[src/verilog/bridge_pkg.sv]
`default_nettype none

package bridge_pkg;

    ////////////////////////////////////////////////////////////
    // Bus widths
    ////////////////////////////////////////////////////////////
    localparam int addr_width = 6;
    localparam int data_width = 128;
    localparam int id_width   = 16;

    typedef logic [addr_width-1:0] addr_t;
    typedef logic [data_width-1:0] data_t;
    typedef logic [id_width-1:0]   id_t;
    typedef logic [1:0]            resp_t;

    // Write targets
    localparam addr_t addr_fifo_data  = 6'h00;
    localparam addr_t addr_fifo_flush = 6'h10;
    localparam addr_t addr_dac_mode   = 6'h20;

    // AXI response codes in use
    localparam resp_t resp_okay   = 2'b00;
    localparam resp_t resp_slverr = 2'b10;

    typedef enum logic [2:0] {
        wr_idle,
        wr_fifo_data,
        wr_flush_data,
        wr_dac_data,
        wr_drain_error,
        wr_wait_resp
    } wr_state_t;

    // B channel payload
    typedef struct packed {
        id_t   id;
        resp_t resp;
    } b_payload_t;

endpackage

`default_nettype wire

[src/verilog/resp_slot.sv]
`default_nettype none

module resp_slot #(
    parameter type payload_t = logic
) (
    input  wire      s_axi_aclk,
    input  wire      s_axi_aresetn,
    input  wire      load,
    input  payload_t load_payload,
    input  wire      ready,
    output logic     valid,
    output payload_t payload
);

    // Valid flag, set by load and cleared by the handshake
    always_ff @(posedge s_axi_aclk) begin
        if (!s_axi_aresetn) begin
            valid <= 1'b0;
        end else if (load) begin
            valid <= 1'b1;
        end else if (ready) begin
            valid <= 1'b0;
        end
    end

    // Payload held until the next load
    always_ff @(posedge s_axi_aclk) begin
        if (load) begin
            payload <= load_payload;
        end
    end

    ////////////////////////////////////////////////////////////
    // Checks
    ////////////////////////////////////////////////////////////

    // Producer must not overwrite a pending response
    a_no_overwrite : assert property (@(posedge s_axi_aclk) disable iff (!s_axi_aresetn)
        load |-> (!valid || ready));

    // Stalled response keeps its fields
    a_payload_stable : assert property (@(posedge s_axi_aclk) disable iff (!s_axi_aresetn)
        (valid && !ready) |=> $stable(payload));

endmodule

`default_nettype wire

[src/verilog/read_responder.sv]
`default_nettype none

module read_responder (
    input  wire               s_axi_aclk,
    input  wire               s_axi_aresetn,
    input  wire bridge_pkg::id_t arid,
    input  wire               arvalid,
    input  wire               rready,
    output logic              arready,
    output bridge_pkg::id_t   rid,
    output bridge_pkg::data_t rdata,
    output bridge_pkg::resp_t rresp,
    output logic              rlast,
    output logic              rvalid
);

    logic r_load;

    ////////////////////////////////////////////////////////////
    // Address acceptance
    ////////////////////////////////////////////////////////////

    // One read in flight, slot must be empty
    assign arready = !rvalid;
    assign r_load  = arvalid && arready;

    // ID slot, holds rvalid and rid until rready
    resp_slot #(
        .payload_t (bridge_pkg::id_t)
    ) u_r_slot (
        .s_axi_aclk    (s_axi_aclk),
        .s_axi_aresetn (s_axi_aresetn),
        .load          (r_load),
        .load_payload  (arid),
        .ready         (rready),
        .valid         (rvalid),
        .payload       (rid)
    );

    ////////////////////////////////////////////////////////////
    // Constant response fields
    ////////////////////////////////////////////////////////////

    // Reads carry no data, single beat, always OKAY
    assign rdata = '0;
    assign rresp = bridge_pkg::resp_okay;
    assign rlast = 1'b1;

endmodule

`default_nettype wire

[src/verilog/write_channel_ctrl.sv]
`default_nettype none

module write_channel_ctrl (
    input  wire                 s_axi_aclk,
    input  wire                 s_axi_aresetn,
    input  wire bridge_pkg::addr_t awaddr,
    input  wire bridge_pkg::id_t   awid,
    input  wire                 awvalid,
    output logic                awready,
    input  wire bridge_pkg::data_t wdata,
    input  wire                 wlast,
    input  wire                 wvalid,
    output logic                wready,
    output bridge_pkg::id_t     bid,
    output bridge_pkg::resp_t   bresp,
    output logic                bvalid,
    input  wire                 bready,
    input  wire                 rto_core_full,
    output logic                rto_core_write,
    output bridge_pkg::data_t   rto_core_fifo_din,
    output logic                rto_core_flush,
    output logic                dac_mode,
    output logic                rto_core_reset
);

    bridge_pkg::wr_state_t  state;
    bridge_pkg::wr_state_t  decode_state;
    bridge_pkg::id_t        wr_id;
    bridge_pkg::b_payload_t b_load_payload;
    bridge_pkg::b_payload_t b_payload;
    logic                   aw_fire;
    logic                   w_fire;
    logic                   b_load;

    ////////////////////////////////////////////////////////////
    // Handshakes
    ////////////////////////////////////////////////////////////
    assign awready = (state == bridge_pkg::wr_idle);
    assign aw_fire = awvalid && awready;
    assign w_fire  = wvalid && wready;
    // Last beat closes the burst
    assign b_load  = w_fire && wlast;

    // FIFO beats stall on full, other targets always take data
    always_comb begin
        case (state)
            bridge_pkg::wr_fifo_data:   wready = !rto_core_full;
            bridge_pkg::wr_flush_data,
            bridge_pkg::wr_dac_data,
            bridge_pkg::wr_drain_error: wready = 1'b1;
            default:                    wready = 1'b0;
        endcase
    end

    // Address map, unknown addresses drain to the error state
    always_comb begin
        case (awaddr)
            bridge_pkg::addr_fifo_data:  decode_state = bridge_pkg::wr_fifo_data;
            bridge_pkg::addr_fifo_flush: decode_state = bridge_pkg::wr_flush_data;
            bridge_pkg::addr_dac_mode:   decode_state = bridge_pkg::wr_dac_data;
            default:                     decode_state = bridge_pkg::wr_drain_error;
        endcase
    end

    ////////////////////////////////////////////////////////////
    // Write FSM
    ////////////////////////////////////////////////////////////
    always_ff @(posedge s_axi_aclk) begin
        if (!s_axi_aresetn) begin
            state <= bridge_pkg::wr_idle;
        end else begin
            case (state)
                bridge_pkg::wr_idle: begin
                    if (aw_fire) begin
                        state <= decode_state;
                    end
                end
                bridge_pkg::wr_fifo_data,
                bridge_pkg::wr_flush_data,
                bridge_pkg::wr_dac_data,
                bridge_pkg::wr_drain_error: begin
                    if (b_load) begin
                        state <= bridge_pkg::wr_wait_resp;
                    end
                end
                bridge_pkg::wr_wait_resp: begin
                    // Back to idle on the B handshake
                    if (bvalid && bready) begin
                        state <= bridge_pkg::wr_idle;
                    end
                end
                default: state <= bridge_pkg::wr_idle;
            endcase
        end
    end

    // Burst ID, taken with the address
    always_ff @(posedge s_axi_aclk) begin
        if (aw_fire) begin
            wr_id <= awid;
        end
    end

    ////////////////////////////////////////////////////////////
    // Core side
    ////////////////////////////////////////////////////////////
    always_ff @(posedge s_axi_aclk) begin
        if (!s_axi_aresetn) begin
            rto_core_write <= 1'b0;
            rto_core_flush <= 1'b0;
            dac_mode       <= 1'b0;
        end else begin
            rto_core_write <= w_fire && (state == bridge_pkg::wr_fifo_data);
            // One pulse per flush beat with bit 0 set
            rto_core_flush <= w_fire && (state == bridge_pkg::wr_flush_data) && wdata[0];
            // Mode follows bit 0, both set and clear
            if (w_fire && (state == bridge_pkg::wr_dac_data)) begin
                dac_mode <= wdata[0];
            end
        end
    end

    always_ff @(posedge s_axi_aclk) begin
        if (w_fire && (state == bridge_pkg::wr_fifo_data)) begin
            rto_core_fifo_din <= wdata;
        end
    end

    // Core held in reset with the bus
    always_ff @(posedge s_axi_aclk) begin
        if (!s_axi_aresetn) begin
            rto_core_reset <= 1'b1;
        end else begin
            rto_core_reset <= 1'b0;
        end
    end

    ////////////////////////////////////////////////////////////
    // B response
    ////////////////////////////////////////////////////////////
    always_comb begin
        b_load_payload.id   = wr_id;
        b_load_payload.resp = (state == bridge_pkg::wr_drain_error) ?
                              bridge_pkg::resp_slverr : bridge_pkg::resp_okay;
    end

    resp_slot #(
        .payload_t (bridge_pkg::b_payload_t)
    ) u_b_slot (
        .s_axi_aclk    (s_axi_aclk),
        .s_axi_aresetn (s_axi_aresetn),
        .load          (b_load),
        .load_payload  (b_load_payload),
        .ready         (bready),
        .valid         (bvalid),
        .payload       (b_payload)
    );

    assign bid   = b_payload.id;
    assign bresp = b_payload.resp;

    // Checks
    a_write_after_room : assert property (@(posedge s_axi_aclk) disable iff (!s_axi_aresetn)
        rto_core_write |-> !$past(rto_core_full));

    // New address only once the response is gone
    a_aw_b_exclusive : assert property (@(posedge s_axi_aclk) disable iff (!s_axi_aresetn)
        !(awready && bvalid));

endmodule

`default_nettype wire

[src/verilog/axi_fifo_bridge.sv]
`default_nettype none

module axi_fifo_bridge (
    input  wire                    s_axi_aclk,
    input  wire                    s_axi_aresetn,

    ////////////////////////////////////////////////////////////
    // AXI write address
    ////////////////////////////////////////////////////////////
    input  wire bridge_pkg::addr_t awaddr,
    input  wire bridge_pkg::id_t   awid,
    input  wire                    awvalid,
    output wire                    awready,

    // AXI write data
    input  wire bridge_pkg::data_t wdata,
    input  wire                    wlast,
    input  wire                    wvalid,
    output wire                    wready,

    // AXI write response
    output wire bridge_pkg::id_t   bid,
    output wire bridge_pkg::resp_t bresp,
    output wire                    bvalid,
    input  wire                    bready,

    ////////////////////////////////////////////////////////////
    // AXI read
    ////////////////////////////////////////////////////////////
    // Address not decoded, every read returns zero
    input  wire bridge_pkg::addr_t araddr,
    input  wire bridge_pkg::id_t   arid,
    input  wire                    arvalid,
    output wire                    arready,

    output wire bridge_pkg::data_t rdata,
    output wire bridge_pkg::id_t   rid,
    output wire bridge_pkg::resp_t rresp,
    output wire                    rlast,
    output wire                    rvalid,
    input  wire                    rready,

    ////////////////////////////////////////////////////////////
    // Core FIFO port
    ////////////////////////////////////////////////////////////
    output wire                    rto_core_reset,
    output wire                    rto_core_flush,
    output wire                    rto_core_write,
    output wire bridge_pkg::data_t rto_core_fifo_din,
    input  wire                    rto_core_full,
    output wire                    dac_mode
);

    // Write path with address decode and core side
    write_channel_ctrl u_write_ctrl (
        .s_axi_aclk        (s_axi_aclk),
        .s_axi_aresetn     (s_axi_aresetn),
        .awaddr            (awaddr),
        .awid              (awid),
        .awvalid           (awvalid),
        .awready           (awready),
        .wdata             (wdata),
        .wlast             (wlast),
        .wvalid            (wvalid),
        .wready            (wready),
        .bid               (bid),
        .bresp             (bresp),
        .bvalid            (bvalid),
        .bready            (bready),
        .rto_core_full     (rto_core_full),
        .rto_core_write    (rto_core_write),
        .rto_core_fifo_din (rto_core_fifo_din),
        .rto_core_flush    (rto_core_flush),
        .dac_mode          (dac_mode),
        .rto_core_reset    (rto_core_reset)
    );

    // Read path, zero data single beat
    read_responder u_read_resp (
        .s_axi_aclk    (s_axi_aclk),
        .s_axi_aresetn (s_axi_aresetn),
        .arid          (arid),
        .arvalid       (arvalid),
        .rready        (rready),
        .arready       (arready),
        .rid           (rid),
        .rdata         (rdata),
        .rresp         (rresp),
        .rlast         (rlast),
        .rvalid        (rvalid)
    );

endmodule

`default_nettype wire

[config.mk]
export PLATFORM = sky130hd
export DESIGN_NAME = axi_fifo_bridge
export DESIGN_NICKNAME = d
export VERILOG_FILES = /design/src/verilog/bridge_pkg.sv /design/src/verilog/resp_slot.sv /design/src/verilog/read_responder.sv /design/src/verilog/write_channel_ctrl.sv /design/src/verilog/axi_fifo_bridge.sv
export SDC_FILE = /design/constraint.sdc
export NUM_CORES = 1
export LEC_CHECK = 0
export BUFFER_PORTS_ARGS = -buffer_cell sky130_fd_sc_hd__buf_4
export CORE_AREA = 4 4 188 190
export CTS_CLUSTER_SIZE = 12
export DETAILED_ROUTE_END_ITERATION = 10
export DIE_AREA = 0 0 192 194
export SLEW_MARGIN = 40
export SYNTH_ARGS = -nofsm -noshare
export SYNTH_HDL_FRONTEND = slang
export SYNTH_SLANG_ARGS = --single-unit
[constraint.sdc]
create_clock -name s_axi_aclk -period 20.3 [get_ports s_axi_aclk]
set_input_delay 1.015 -clock s_axi_aclk [delete_from_list [all_inputs] [get_ports s_axi_aclk]]
set_output_delay 1.015 -clock s_axi_aclk [all_outputs]
set_load 0.02 [all_outputs]
==> results.sh <==
export IMPL_status="finished, final reports clean"
export IMPL_slew_headroom_pct=45.5
export IMPL_cts_num_sinks=186
export IMPL_rrSetupSlack_ns=17.73
export IMPL_r2r_end="u_write_ctrl.rto_core_fifo_din[75]"
export IMPL_cts_tree="built"
export IMPL_crit_end="u_write_ctrl.rto_core_fifo_din[75]"
export IMPL_critical_path_max_stage_delay_ns=0.60
export IMPL_cts_setup_buffers=0
export IMPL_hold_buffers=0
export IMPL_place_gp_congestion=0.730
export IMPL_htree_levels=4
export IMPL_period_share_pct=13.4
export IMPL_hpwlAfterDp_um=16200
export IMPL_cp_required_ns=20.35
export IMPL_placedCellCount=1156
export IMPL_nets=908
export IMPL_crit_top_cell="buf_4"
export IMPL_grtUsageTotal_pct=9.75
export IMPL_crit_path_end_kind="register"
export IMPL_clk_pin_slew_ns=0.07
export IMPL_clock_latency_ns=0.42
export IMPL_cp_start_kind="primary input"
export IMPL_crit_buf_inv=3
export IMPL_max_cap_violations=0
export IMPL_wl_um=19800
export IMPL_reg2reg_depth=5
export IMPL_post_synth_num_cell_types=30
export IMPL_criticalPathCategory="in2reg"
export IMPL_cts_buffers=17
export IMPL_dr_first_iter_drc_count=118
export IMPL_tns_ns=0
export IMPL_fillerInstances=3373
export IMPL_cp_num_cells=6
export IMPL_ant_nets=0
export IMPL_via_count=3854
export IMPL_io_buffers=344
export IMPL_die_area_mm2=0.0372
export IMPL_r2r_start="u_write_ctrl.state[2]"
export IMPL_setup_violations=0
export IMPL_fmax_mhz=367
export IMPL_worstMarginPinSlew_ns=0.814
export IMPL_diodes=0
export IMPL_ir_drop_uv=42.6
export IMPL_overflow=0
export IMPL_finalNonFillerCells=1188
export IMPL_cp_arrival_ns=2.78
export IMPL_first_pass_iters=4
export IMPL_die_x_um=192
export IMPL_root_buffer="clkbuf_16"
export IMPL_syn_mean_instance_area_um2=18.6
export IMPL_cp_top_family="buffers and inverters"
export IMPL_p_leak_nw=4.18
export IMPL_area_delta_synth_final_pct=46.8
export IMPL_multi_input_area_um2=783
export IMPL_maxSlewViolCount=0
export IMPL_crit_start="wvalid"
export IMPL_seq_area_mm2=0.00550
export IMPL_min_period_ns=2.73
export IMPL_drc=0
export IMPL_core_mm2=0.0334
export IMPL_rsz0062_at_grt="false"
export IMPL_hp_class="reg2reg"
export IMPL_critPathMaxFanout=77
export IMPL_holdWs_ns=0.418
export IMPL_yosys_warnings=0
export IMPL_yosysSeqAreaShare_pct=80.6
export IMPL_clock_path_buffers=2
export IMPL_slowest_stage="buf_6"
export IMPL_grt_pass1_vias=3927
export IMPL_grt_max_degree=78
export IMPL_num_rows=67
export IMPL_viasPerCell=3.24
export IMPL_finClkSkew_ns=0.00766
export IMPL_syn_area_mm2=0.00682
export IMPL_drive_above_1_share_pct=52.0
export IMPL_grt_pass1_wl_um=26200
export IMPL_antenna_found_initial=2
export IMPL_hold_viol_final=0
export IMPL_mostFrequentLayoutCells="346 x buf_4, 177 x edfxtp_1, 132 x conb_1"
export IMPL_powerDensity_mw_per_mm2=86.2
export IMPL_post_cts_resized=0
export IMPL_crit_chain="buf_4, nor2b_1, nand2_1, nor3_2, buf_4, buf_6"
export IMPL_die_y_um=194
export IMPL_final_common_cell="buf_4"
export IMPL_initial_core_util_pct=20.4
export IMPL_ios=483
export IMPL_syn_inst=366
export IMPL_synth_seq_cells=186
export IMPL_wl_per_cell_um=16.6
-- report_power, final --
part	switching [mW]	internal, mW	leakage, nW	total [mW]
Clock	0.149	0.159	0.263	0.308
Sequential	0.00780	0.442	1.69	0.450
Combinational	0.0636	0.0413	2.23	0.105
-- routing by layer --
metal	global-route usage (%)	part of all wire, %
met1	9.23	32
met2	18.4	54
met3	4.93	13
met4	2.46	0.63
met5	0	0.11
-- registers in the layout, indices dropped and copies added (netlist names) --
signal                          count
u_write_ctrl.rto_core_write         1
u_write_ctrl.rto_core_reset         1
u_write_ctrl.dac_mode               1
u_write_ctrl.wr_id                 16
u_write_ctrl.state                  3
u_read_resp.u_r_slot.payload       16
u_write_ctrl.u_b_slot.payload      17
u_write_ctrl.rto_core_flush         1
u_write_ctrl.rto_core_fifo_din    128
u_read_resp.u_r_slot.valid          1
u_write_ctrl.u_b_slot.valid         1
-- logic make-up after synthesis --
group	share of synthesized area (%)
AO/OA/AOI/OAI	1.06
other	0.110
XOR/XNOR	0.128
AND/OR/NAND/NOR	2.46
multiplexers	0.440
flip-flops	80.6
buffers and inverters	15.2
-- cell usage after synthesis --
cell	number	share of area (%)
inv_1	5	0.28
buf_4	134	15
nor3_1	3	0.22
nand2_1	5	0.28
or4_4	1	0.17
nand3_1	2	0.15
nor2b_2	1	0.13
conb_1	2	0.11
a21oi_2	1	0.13
nor3b_1	1	0.11
edfxtp_1	177	78
nor4_1	1	0.092
a21o_2	1	0.13
o21ai_0	1	0.073
nor2_1	3	0.17
o21ai_1	1	0.073
buf_6	1	0.17
nor4_4	1	0.31
a211oi_1	1	0.11
o31a_1	1	0.13
nor4b_4	1	0.35
dfxtp_1	9	2.6
o311a_1	1	0.15
nor4b_1	1	0.13
a21oi_1	2	0.15
nor2b_1	3	0.28
xor2_1	1	0.13
and2_1	1	0.092
a31o_2	1	0.13
mux2i_1	3	0.44
-- per-stage QoR --
stage                     total power, mW  utilization [%]  worst slack (ns)  area (um2)
after floorplan                     0.533                -              9.63        7310
after global routing                0.899             29.9             17.46       10000
after global placement              0.563             28.3             16.89        9460
after CTS                           0.876             29.9             17.57       10000
final                               0.863             29.9             17.57       10000
after detailed placement            0.565             28.3             17.09        9470
-- worst min path at each step --
stage | start | end | slack [ns] | depth (start not counted)
3_3_place_gp | u_write_ctrl.wr_id[0] | u_write_ctrl.u_b_slot.payload[2] | 0.40 | 0
6_report | u_write_ctrl.wr_id[11] | u_write_ctrl.u_b_slot.payload[13] | 0.42 | 0
2_1_floorplan | u_write_ctrl.wr_id[8] | u_write_ctrl.u_b_slot.payload[10] | 0.40 | 0
4_1_cts | u_write_ctrl.wr_id[11] | u_write_ctrl.u_b_slot.payload[13] | 0.42 | 0
3_5_place_dp | u_write_ctrl.wr_id[10] | u_write_ctrl.u_b_slot.payload[12] | 0.40 | 0
5_1_grt | u_write_ctrl.wr_id[5] | u_write_ctrl.u_b_slot.payload[7] | 0.43 | 0
-- cell type report --
class,instances,area share [%]
clock inverter,15,1.15
clock buffer,17,4.25
timing repair buffer,347,26.1
tap,448,5.60
sequential,186,54.9
inverter,5,0.188
multi-input combinational,170,7.83
Note: power is estimated with default switching activity, not from simulation.
